`config.mk`:
```
export PLATFORM = sky130hd
export DESIGN_NAME = sincos_lut
export DESIGN_NICKNAME = d
export VERILOG_FILES = /design/src/logic/sincos_table_pkg.sv /design/src/logic/sincos_types_pkg.sv /design/src/logic/phase_fold.sv /design/src/logic/quarter_wave_rom.sv /design/src/logic/sign_restore.sv /design/src/logic/sincos_lut.sv
export SDC_FILE = /design/constraint.sdc
export NUM_CORES = 1
export LEC_CHECK = 0
export BUFFER_PORTS_ARGS = -buffer_cell sky130_fd_sc_hd__clkbuf_2
export CAP_MARGIN = 20
export CORE_MARGIN = 8
export CORE_UTILIZATION = 35
export CTS_CLUSTER_SIZE = 14
export DETAILED_ROUTE_END_ITERATION = 7
export PLACE_DENSITY_LB_ADDON = 0.1
export SLEW_MARGIN = 40
export SYNTH_ARGS = -nofsm -noshare
export SYNTH_HDL_FRONTEND = slang
export SYNTH_MEMORY_MAX_BITS = 65536
export SYNTH_SLANG_ARGS = --single-unit
```
`constraint.sdc`:
```
create_clock -name clk -period 5 [get_ports clk]
set_input_delay 0 -clock clk [delete_from_list [all_inputs] [get_ports clk]]
set_output_delay 0 -clock clk [all_outputs]
set_load 0.01 [all_outputs]
```
`src/logic/sincos_table_pkg.sv`:
```
// Quarter-wave table depth, address type, peak value and angle scale
package sincos_table_pkg;

	// Entries 0 and 256 hold the angles zero and a quarter turn exactly
	localparam int TABLE_DEPTH = 257;

	localparam int TABLE_INDEX_WIDTH = $clog2(TABLE_DEPTH);

	typedef logic [TABLE_INDEX_WIDTH-1:0] table_index_t;

	// Last table address, the peak of the quarter wave
	localparam table_index_t QUARTER_INDEX = table_index_t'(TABLE_DEPTH - 1);

	// Table peak, one count below the signed 16-bit limit
	localparam int FULL_SCALE = 32767;

	// Angle covered by the whole table, in radians
	localparam real HALF_PI = 1.5707963267948966;

endpackage

```
`src/logic/sincos_types_pkg.sv`:
```
// Phase, quadrant, offset and amplitude types for the sine and cosine pipeline
package sincos_types_pkg;

	// 1024 phase counts make one full turn
	localparam int THETA_WIDTH = 10;

	// Top phase bits select the quadrant
	localparam int QUADRANT_WIDTH = 2;
	localparam int OFFSET_WIDTH = THETA_WIDTH - QUADRANT_WIDTH;

	// Signed output samples
	localparam int AMPLITUDE_WIDTH = 16;

	typedef logic [THETA_WIDTH-1:0] theta_t;

	typedef logic [QUADRANT_WIDTH-1:0] quadrant_t;

	typedef logic [OFFSET_WIDTH-1:0] offset_t;

	typedef logic signed [AMPLITUDE_WIDTH-1:0] amplitude_t;

	// Phase step of 90 degrees, cosine leads sine by this much
	localparam theta_t QUARTER_TURN = theta_t'(1) << OFFSET_WIDTH;

endpackage

```
`src/logic/phase_fold.sv`:
```
// Phase folding stage producing table addresses and sign flags for sine and cosine
module phase_fold (
	input  logic                            clk,
	input  logic                            rst_n,
	input  logic                            ce,
	input  logic                            sclr,
	input  sincos_types_pkg::theta_t        theta,
	input  logic                            nd,
	output sincos_table_pkg::table_index_t  sin_addr,
	output sincos_table_pkg::table_index_t  cos_addr,
	output logic                            sin_neg,
	output logic                            cos_neg,
	output logic                            fold_valid
);

	import sincos_types_pkg::*;
	import sincos_table_pkg::*;

	theta_t       cos_theta;
	table_index_t sin_addr_next;
	table_index_t cos_addr_next;
	logic         sin_neg_next;
	logic         cos_neg_next;

	// Odd quadrants run the table backwards from the peak
	function automatic table_index_t fold_address(input theta_t phase);
		quadrant_t quadrant;
		offset_t   offset;
		quadrant = phase[THETA_WIDTH-1 -: QUADRANT_WIDTH];
		offset = phase[OFFSET_WIDTH-1:0];
		if (quadrant[0])
			return QUARTER_INDEX - table_index_t'(offset);
		return table_index_t'(offset);
	endfunction

	// Lower half of the turn is positive
	function automatic logic fold_sign(input theta_t phase);
		quadrant_t quadrant;
		quadrant = phase[THETA_WIDTH-1 -: QUADRANT_WIDTH];
		return quadrant[1];
	endfunction

	// cos(x) = sin(x + quarter turn), the sum wraps in the phase width
	assign cos_theta = theta + QUARTER_TURN;

	assign sin_addr_next = fold_address(theta);
	assign cos_addr_next = fold_address(cos_theta);
	assign sin_neg_next = fold_sign(theta);
	assign cos_neg_next = fold_sign(cos_theta);

	always_ff @(posedge clk or negedge rst_n)
	begin
		if (!rst_n)
			fold_valid <= 1'b0;
		else if (ce)
			fold_valid <= nd && !sclr;
	end

	// Addresses only move with new data
	always_ff @(posedge clk)
	begin
		if (ce && nd)
		begin
			sin_addr <= sin_addr_next;
			cos_addr <= cos_addr_next;
			sin_neg <= sin_neg_next;
			cos_neg <= cos_neg_next;
		end
	end

endmodule

```
`src/logic/quarter_wave_rom.sv`:
```
// Quarter-sine table with two registered read ports and sign flag pass-through
module quarter_wave_rom (
	input  logic                            clk,
	input  logic                            rst_n,
	input  logic                            ce,
	input  logic                            sclr,
	input  sincos_table_pkg::table_index_t  sin_addr,
	input  sincos_table_pkg::table_index_t  cos_addr,
	input  logic                            sin_neg,
	input  logic                            cos_neg,
	input  logic                            fold_valid,
	output sincos_types_pkg::amplitude_t    sin_mag,
	output sincos_types_pkg::amplitude_t    cos_mag,
	output logic                            mag_sin_neg,
	output logic                            mag_cos_neg,
	output logic                            mag_valid
);

	import sincos_types_pkg::*;
	import sincos_table_pkg::*;

	amplitude_t quarter_sine [0:TABLE_DEPTH-1];

	// Entry i is round(FULL_SCALE * sin(pi/2 * i / 256))
	function automatic amplitude_t quarter_sine_entry(input int index);
		real angle;
		real scaled;
		angle = HALF_PI * real'(index) / real'(TABLE_DEPTH - 1);
		scaled = real'(FULL_SCALE) * $sin(angle);
		// All entries are non-negative so adding a half rounds to nearest
		return amplitude_t'($rtoi(scaled + 0.5));
	endfunction

	initial
	begin
		for (int i = 0; i < TABLE_DEPTH; i++)
			quarter_sine[i] = quarter_sine_entry(i);
	end

	always_ff @(posedge clk or negedge rst_n)
	begin
		if (!rst_n)
			mag_valid <= 1'b0;
		else if (ce)
			mag_valid <= fold_valid && !sclr;
	end

	// Both lookups share the table, one read each per cycle
	always_ff @(posedge clk)
	begin
		if (ce && fold_valid)
		begin
			sin_mag <= quarter_sine[sin_addr];
			cos_mag <= quarter_sine[cos_addr];
			mag_sin_neg <= sin_neg;
			mag_cos_neg <= cos_neg;
		end
	end

endmodule

```
`src/logic/sign_restore.sv`:
```
// Sign restore stage with output negation, optional output register and rdy
module sign_restore #(
	parameter bit NEGATE_SINE = 1'b0,
	parameter bit NEGATE_COSINE = 1'b0,
	parameter int OUTPUT_REG = 0
) (
	input  logic                          clk,
	input  logic                          rst_n,
	input  logic                          ce,
	input  logic                          sclr,
	input  sincos_types_pkg::amplitude_t  sin_mag,
	input  sincos_types_pkg::amplitude_t  cos_mag,
	input  logic                          mag_sin_neg,
	input  logic                          mag_cos_neg,
	input  logic                          mag_valid,
	output sincos_types_pkg::amplitude_t  sine,
	output sincos_types_pkg::amplitude_t  cosine,
	output logic                          rdy
);

	import sincos_types_pkg::*;

	amplitude_t signed_sin;
	amplitude_t signed_cos;
	amplitude_t stage_sine;
	amplitude_t stage_cosine;
	logic       stage_valid;

	function automatic amplitude_t apply_sign(input amplitude_t mag, input logic flip);
		return flip ? -mag : mag;
	endfunction

	// A negative quadrant and a negated output cancel out
	assign signed_sin = apply_sign(sin_mag, mag_sin_neg ^ NEGATE_SINE);
	assign signed_cos = apply_sign(cos_mag, mag_cos_neg ^ NEGATE_COSINE);

	always_ff @(posedge clk or negedge rst_n)
	begin
		if (!rst_n)
		begin
			stage_valid <= 1'b0;
			stage_sine <= '0;
			stage_cosine <= '0;
		end
		else if (ce)
		begin
			if (sclr)
			begin
				stage_valid <= 1'b0;
				stage_sine <= '0;
				stage_cosine <= '0;
			end
			else
			begin
				stage_valid <= mag_valid;
				// Outputs hold the last sample between items
				if (mag_valid)
				begin
					stage_sine <= signed_sin;
					stage_cosine <= signed_cos;
				end
			end
		end
	end

	generate
		if (OUTPUT_REG == 1)
		begin : g_out_reg
			always_ff @(posedge clk or negedge rst_n)
			begin
				if (!rst_n)
				begin
					rdy <= 1'b0;
					sine <= '0;
					cosine <= '0;
				end
				else if (ce)
				begin
					if (sclr)
					begin
						rdy <= 1'b0;
						sine <= '0;
						cosine <= '0;
					end
					else
					begin
						rdy <= stage_valid;
						if (stage_valid)
						begin
							sine <= stage_sine;
							cosine <= stage_cosine;
						end
					end
				end
			end
		end
		else
		begin : g_no_out_reg
			assign rdy = stage_valid;
			assign sine = stage_sine;
			assign cosine = stage_cosine;
		end
	endgenerate

endmodule

```
`src/logic/sincos_lut.sv`:
```
// Top level of the quarter-wave sine and cosine generator
module sincos_lut #(
	parameter bit NEGATE_SINE = 1'b0,
	parameter bit NEGATE_COSINE = 1'b0,
	parameter int OUTPUT_REG = 0
) (
	input  logic                          clk,
	input  logic                          rst_n,
	input  logic                          ce,
	input  logic                          sclr,
	input  logic                          nd,
	input  sincos_types_pkg::theta_t      theta,
	output sincos_types_pkg::amplitude_t  sine,
	output sincos_types_pkg::amplitude_t  cosine,
	output logic                          rdy
);

	import sincos_types_pkg::*;
	import sincos_table_pkg::*;

	table_index_t sin_addr;
	table_index_t cos_addr;
	logic         sin_neg;
	logic         cos_neg;
	logic         fold_valid;

	amplitude_t   sin_mag;
	amplitude_t   cos_mag;
	logic         mag_sin_neg;
	logic         mag_cos_neg;
	logic         mag_valid;

	phase_fold u_phase_fold (
		.clk        (clk),
		.rst_n      (rst_n),
		.ce         (ce),
		.sclr       (sclr),
		.theta      (theta),
		.nd         (nd),
		.sin_addr   (sin_addr),
		.cos_addr   (cos_addr),
		.sin_neg    (sin_neg),
		.cos_neg    (cos_neg),
		.fold_valid (fold_valid)
	);

	quarter_wave_rom u_quarter_wave_rom (
		.clk         (clk),
		.rst_n       (rst_n),
		.ce          (ce),
		.sclr        (sclr),
		.sin_addr    (sin_addr),
		.cos_addr    (cos_addr),
		.sin_neg     (sin_neg),
		.cos_neg     (cos_neg),
		.fold_valid  (fold_valid),
		.sin_mag     (sin_mag),
		.cos_mag     (cos_mag),
		.mag_sin_neg (mag_sin_neg),
		.mag_cos_neg (mag_cos_neg),
		.mag_valid   (mag_valid)
	);

	sign_restore #(
		.NEGATE_SINE   (NEGATE_SINE),
		.NEGATE_COSINE (NEGATE_COSINE),
		.OUTPUT_REG    (OUTPUT_REG)
	) u_sign_restore (
		.clk         (clk),
		.rst_n       (rst_n),
		.ce          (ce),
		.sclr        (sclr),
		.sin_mag     (sin_mag),
		.cos_mag     (cos_mag),
		.mag_sin_neg (mag_sin_neg),
		.mag_cos_neg (mag_cos_neg),
		.mag_valid   (mag_valid),
		.sine        (sine),
		.cosine      (cosine),
		.rdy         (rdy)
	);

endmodule

```
==> summary.md <==
| Metric | Value |
|---|---|
| Top FF cell, synth | `edfxtp_1` |
| Average size of a mapped cell | `between 6 and 7 um2` |
| DRC viols | `11` |
| Worst Min Path Start | `theta[2]` |
| Full die area | `between 0.03 and 0.04 mm2` |
| Final Cycle Share | `77.4%` |
| Cell taking the most area after synthesis | `edfxtp_1` |
| Wire length per cell | `just under 30 um` |
| TritonCTS Sinks | `86` |
| Finished Layout Cells | `between 2k and 2.5k` |
| Fmax | `about 260 MHz` |
| Slew Limit Headroom | `approximately 40%` |
| Placement Rows | `67` |
| Max VDD drop | `about 0.00017 V` |
| Starting Density | `about a third` |
| Worst-path fanout max | `22` |
| Post-synthesis sequential area ratio | `between 20 and 25%` |
| Via Count | `around 15k` |
| Placed insts | `2066` |
| Share of cells above drive strength 1 | `a little under a tenth` |
| Worst-Margin Slew | `roughly 0.9 ns` |
| Post-CTS Resized | `0` |
| Async SR Flop Fraction | `between 40% and 50%` |
| Global route overflow | `0` |
| Synth warnings | `0` |
| CP Class | `flip-flop to flip-flop` |
| R2R setup slack | `approximately 1.1 ns` |
| Clock Latency Late Sink | `0.37 ns` |
| R2R Path Start | `u_phase_fold.sin_addr[1]` |
| RSZ-0062 raised after global routing | `false` |
| Max Cap Viol | `0` |
| Crit path DAT | `between 3 and 4 ns` |
| Die W | `between 150 and 200 um` |
| Status | `finished with violations` |
| Synth cell count leaders | `nand2_1 (214), o21ai_0 (187), a21oi_1 (161), nor2_1 (144), clkbuf_1 (86)` |
| Final setup TNS | `0 ns` |
| Port-buffer cells | `between 40 and 50` |
| Most numerous cell in the Yosys netlist | `nand2_1` |
| Pwr/cell area | `approximately 240 mW/mm2` |
| Number of antenna violations at the first check in global routing | `0` |
| Clk_skew | `between 0.015 and 0.02 ns` |
| Clock-pin slew on the worst setup and hold paths | `around 0.080 ns` |
| Die H | `199 um` |
| Half-perimeter wire length after placement | `42300 um` |
| Setup Fix Bufs, Post-CTS | `0` |
| Worst setup SP type | `flip-flop` |
| Total Routed Length | `approximately 61000 um` |
| Final-layout fill cell count | `around 3.7k` |
| GPL Wtd Cong | `around 1.0` |
| Crit path from | `u_phase_fold.sin_addr[1]` |
| Vias in the first global route | `13.4k` |
| EDFF count, synth | `51` |
| Core footprint | `~0.033 mm2` |
| #FFs+latches synth | `86` |
| Crit path time final | `about 3.9 ns` |
| Syn-to-layout area delta | `8.10%` |
| Max-slew violations | `0` |
| Post-DP Area | `~0.012 mm2` |
| Root buf cell | `clkbuf_16` |
| Req. time, crit path | `5.12 ns` |
| Final setup vio count | `0` |
| H-tree levels | `3` |
| Failing checks | `design-rule violations` |
| Post-route cell area | `around 0.013 mm2` |
| Nets | `between 1.5k and 2k` |
| Hold Crit Class | `primary input to flip-flop` |
| Clock buffer count from CTS | `9` |
| I/O pins | `between 40 and 50` |
| Top post-synthesis cells by area | `edfxtp_1 (13%), o21ai_0 (8.0%), dfrtp_1 (7.5%)` |
| Netlist Area Pre-Place | `0.0117 mm2` |
| Post-Synthesis Cells | `1693` |
| Synthesized Nets | `roughly 1.8k` |
| Finished Core Util | `between 30% and 40%` |
| Initial DRT Pass Iterations | `8` |
| Drt via density | `between 6 and 7` |
| Maximum clock insertion buffer count | `2` |
| ANT nets after route | `0` |
| GRT Util Overall | `30.4%` |
| Final Hold Viols | `0` |
| CTS Hold Bufs | `15` |
| Largest net degree at the start of global routing | `between 150 and 200` |
| Power Total | `slightly above 3000 uW` |
| Pleak | `between 0.004 and 0.005 uW` |
| Distinct cell type count after synthesis | `73` |
| CP endpoint kind | `flip-flop` |
| Top cell type's share of synthesized area | `between 10% and 20%` |
| First-pass GRT wire length | `between 90000 and 100000 um` |
| DRT iter0 DRCs | `about 2.7k` |
| TritonCTS clock tree | `built` |
-- power breakdown --
group / switching (uW) / internal [uW] / leakage [uW]
sequential: 39.8 / 800 / 0.000917
combinational: 1080 / 447 / 0.00350
clock: 345 / 346 / 0.000143
total: 1470 / 1590 / 0.00456
-- placed cells by master (no fill, tap or decap), types with 35 or more instances in the layout --
master,n
nor3_1,42
nor2_1,144
a21oi_1,161
nand2_1,214
dfrtp_1,35
o211ai_1,36
buf_4,45
nand2b_1,50
clkbuf_2,46
nand3_1,50
ha_1,44
a31oi_1,68
edfxtp_1,51
o21ai_0,187
a211oi_1,44
-- cells by family after synthesis --
logic type                 synth area share (%)
AOI/OAI and AO/OA                          37.4
xor gates and xnor gates                   3.07
adders and majority gates                  4.82
buffers and inverters                      7.34
DFF                                        20.6
muxes                                      2.45
and+or+nand+nor                            24.3
-- layout make-up --
type / instances / area [um2] / area share, %
Antenna cell: 1 / 2.50 / 0.0198
Clock buffer: 9 / 225 / 1.78
Clock inverter: 7 / 53.8 / 0.426
Inverter: 32 / 120 / 0.951
Multi-Input combinational cell: 1403 / 8430 / 66.8
Sequential cell: 86 / 2410 / 19.1
Tap cell: 448 / 561 / 4.44
Timing Repair Buffer: 112 / 826 / 6.54
-- routing by layer --
| metal | GRT usage (%) | wire length [um] |
|---|---|---|
| met3 | 10.7 | 8860 |
| met5 | 0 | 38 |
| met4 | 10.3 | 2260 |
| met2 | 41.5 | 24300 |
| met1 | 43.4 | 25800 |
-- final timing paths --
path / endpoint / cells past startpoint
worst max-delay path: u_quarter_wave_rom.sin_mag[1] / 9
worst min-delay path: u_phase_fold.cos_addr[2] / 2
worst max register to register: u_quarter_wave_rom.sin_mag[1] / 9
worst min register to register: u_quarter_wave_rom.mag_cos_neg / 0
max in group asynchronous: u_phase_fold.fold_valid / 2
min in group asynchronous: u_sign_restore.sine[7] / 2
-- flip-flops by register name (all words and copies together) (netlist names) --
signal and cells:
u_quarter_wave_rom.mag_cos_neg 1, u_phase_fold.sin_neg 1, u_phase_fold.cos_addr 9, u_quarter_wave_rom.cos_mag 15, u_sign_restore.cosine 16, u_quarter_wave_rom.sin_mag 15, u_phase_fold.fold_valid 1, u_sign_restore.rdy 1
u_sign_restore.sine 16, u_phase_fold.cos_neg 1, u_phase_fold.sin_addr 8, u_quarter_wave_rom.mag_sin_neg 1, u_quarter_wave_rom.mag_valid 1
-- through the flow --
stage	hold slack [ns]	worst slack (ns)
after floorplan	-0.296	1.76
after global placement	0.154	1.22
after detailed placement	0.0161	1.22
after CTS	0.0367	1.22
after global routing	0.0515	1.02
final	0.0438	1.13
-- worst max-delay path: stages, from the launching register on --
cell and delay [ns]:
edfxtp_1 0.32, buf_4 0.30, clkinv_1 0.35, ha_1 0.54, nor2_1 0.75, nand2_1 0.29, a221oi_1 0.36, a211oi_1 0.10
o31a_1 0.31, o221a_2 0.28
Note: power is estimated with default switching activity, not from simulation.
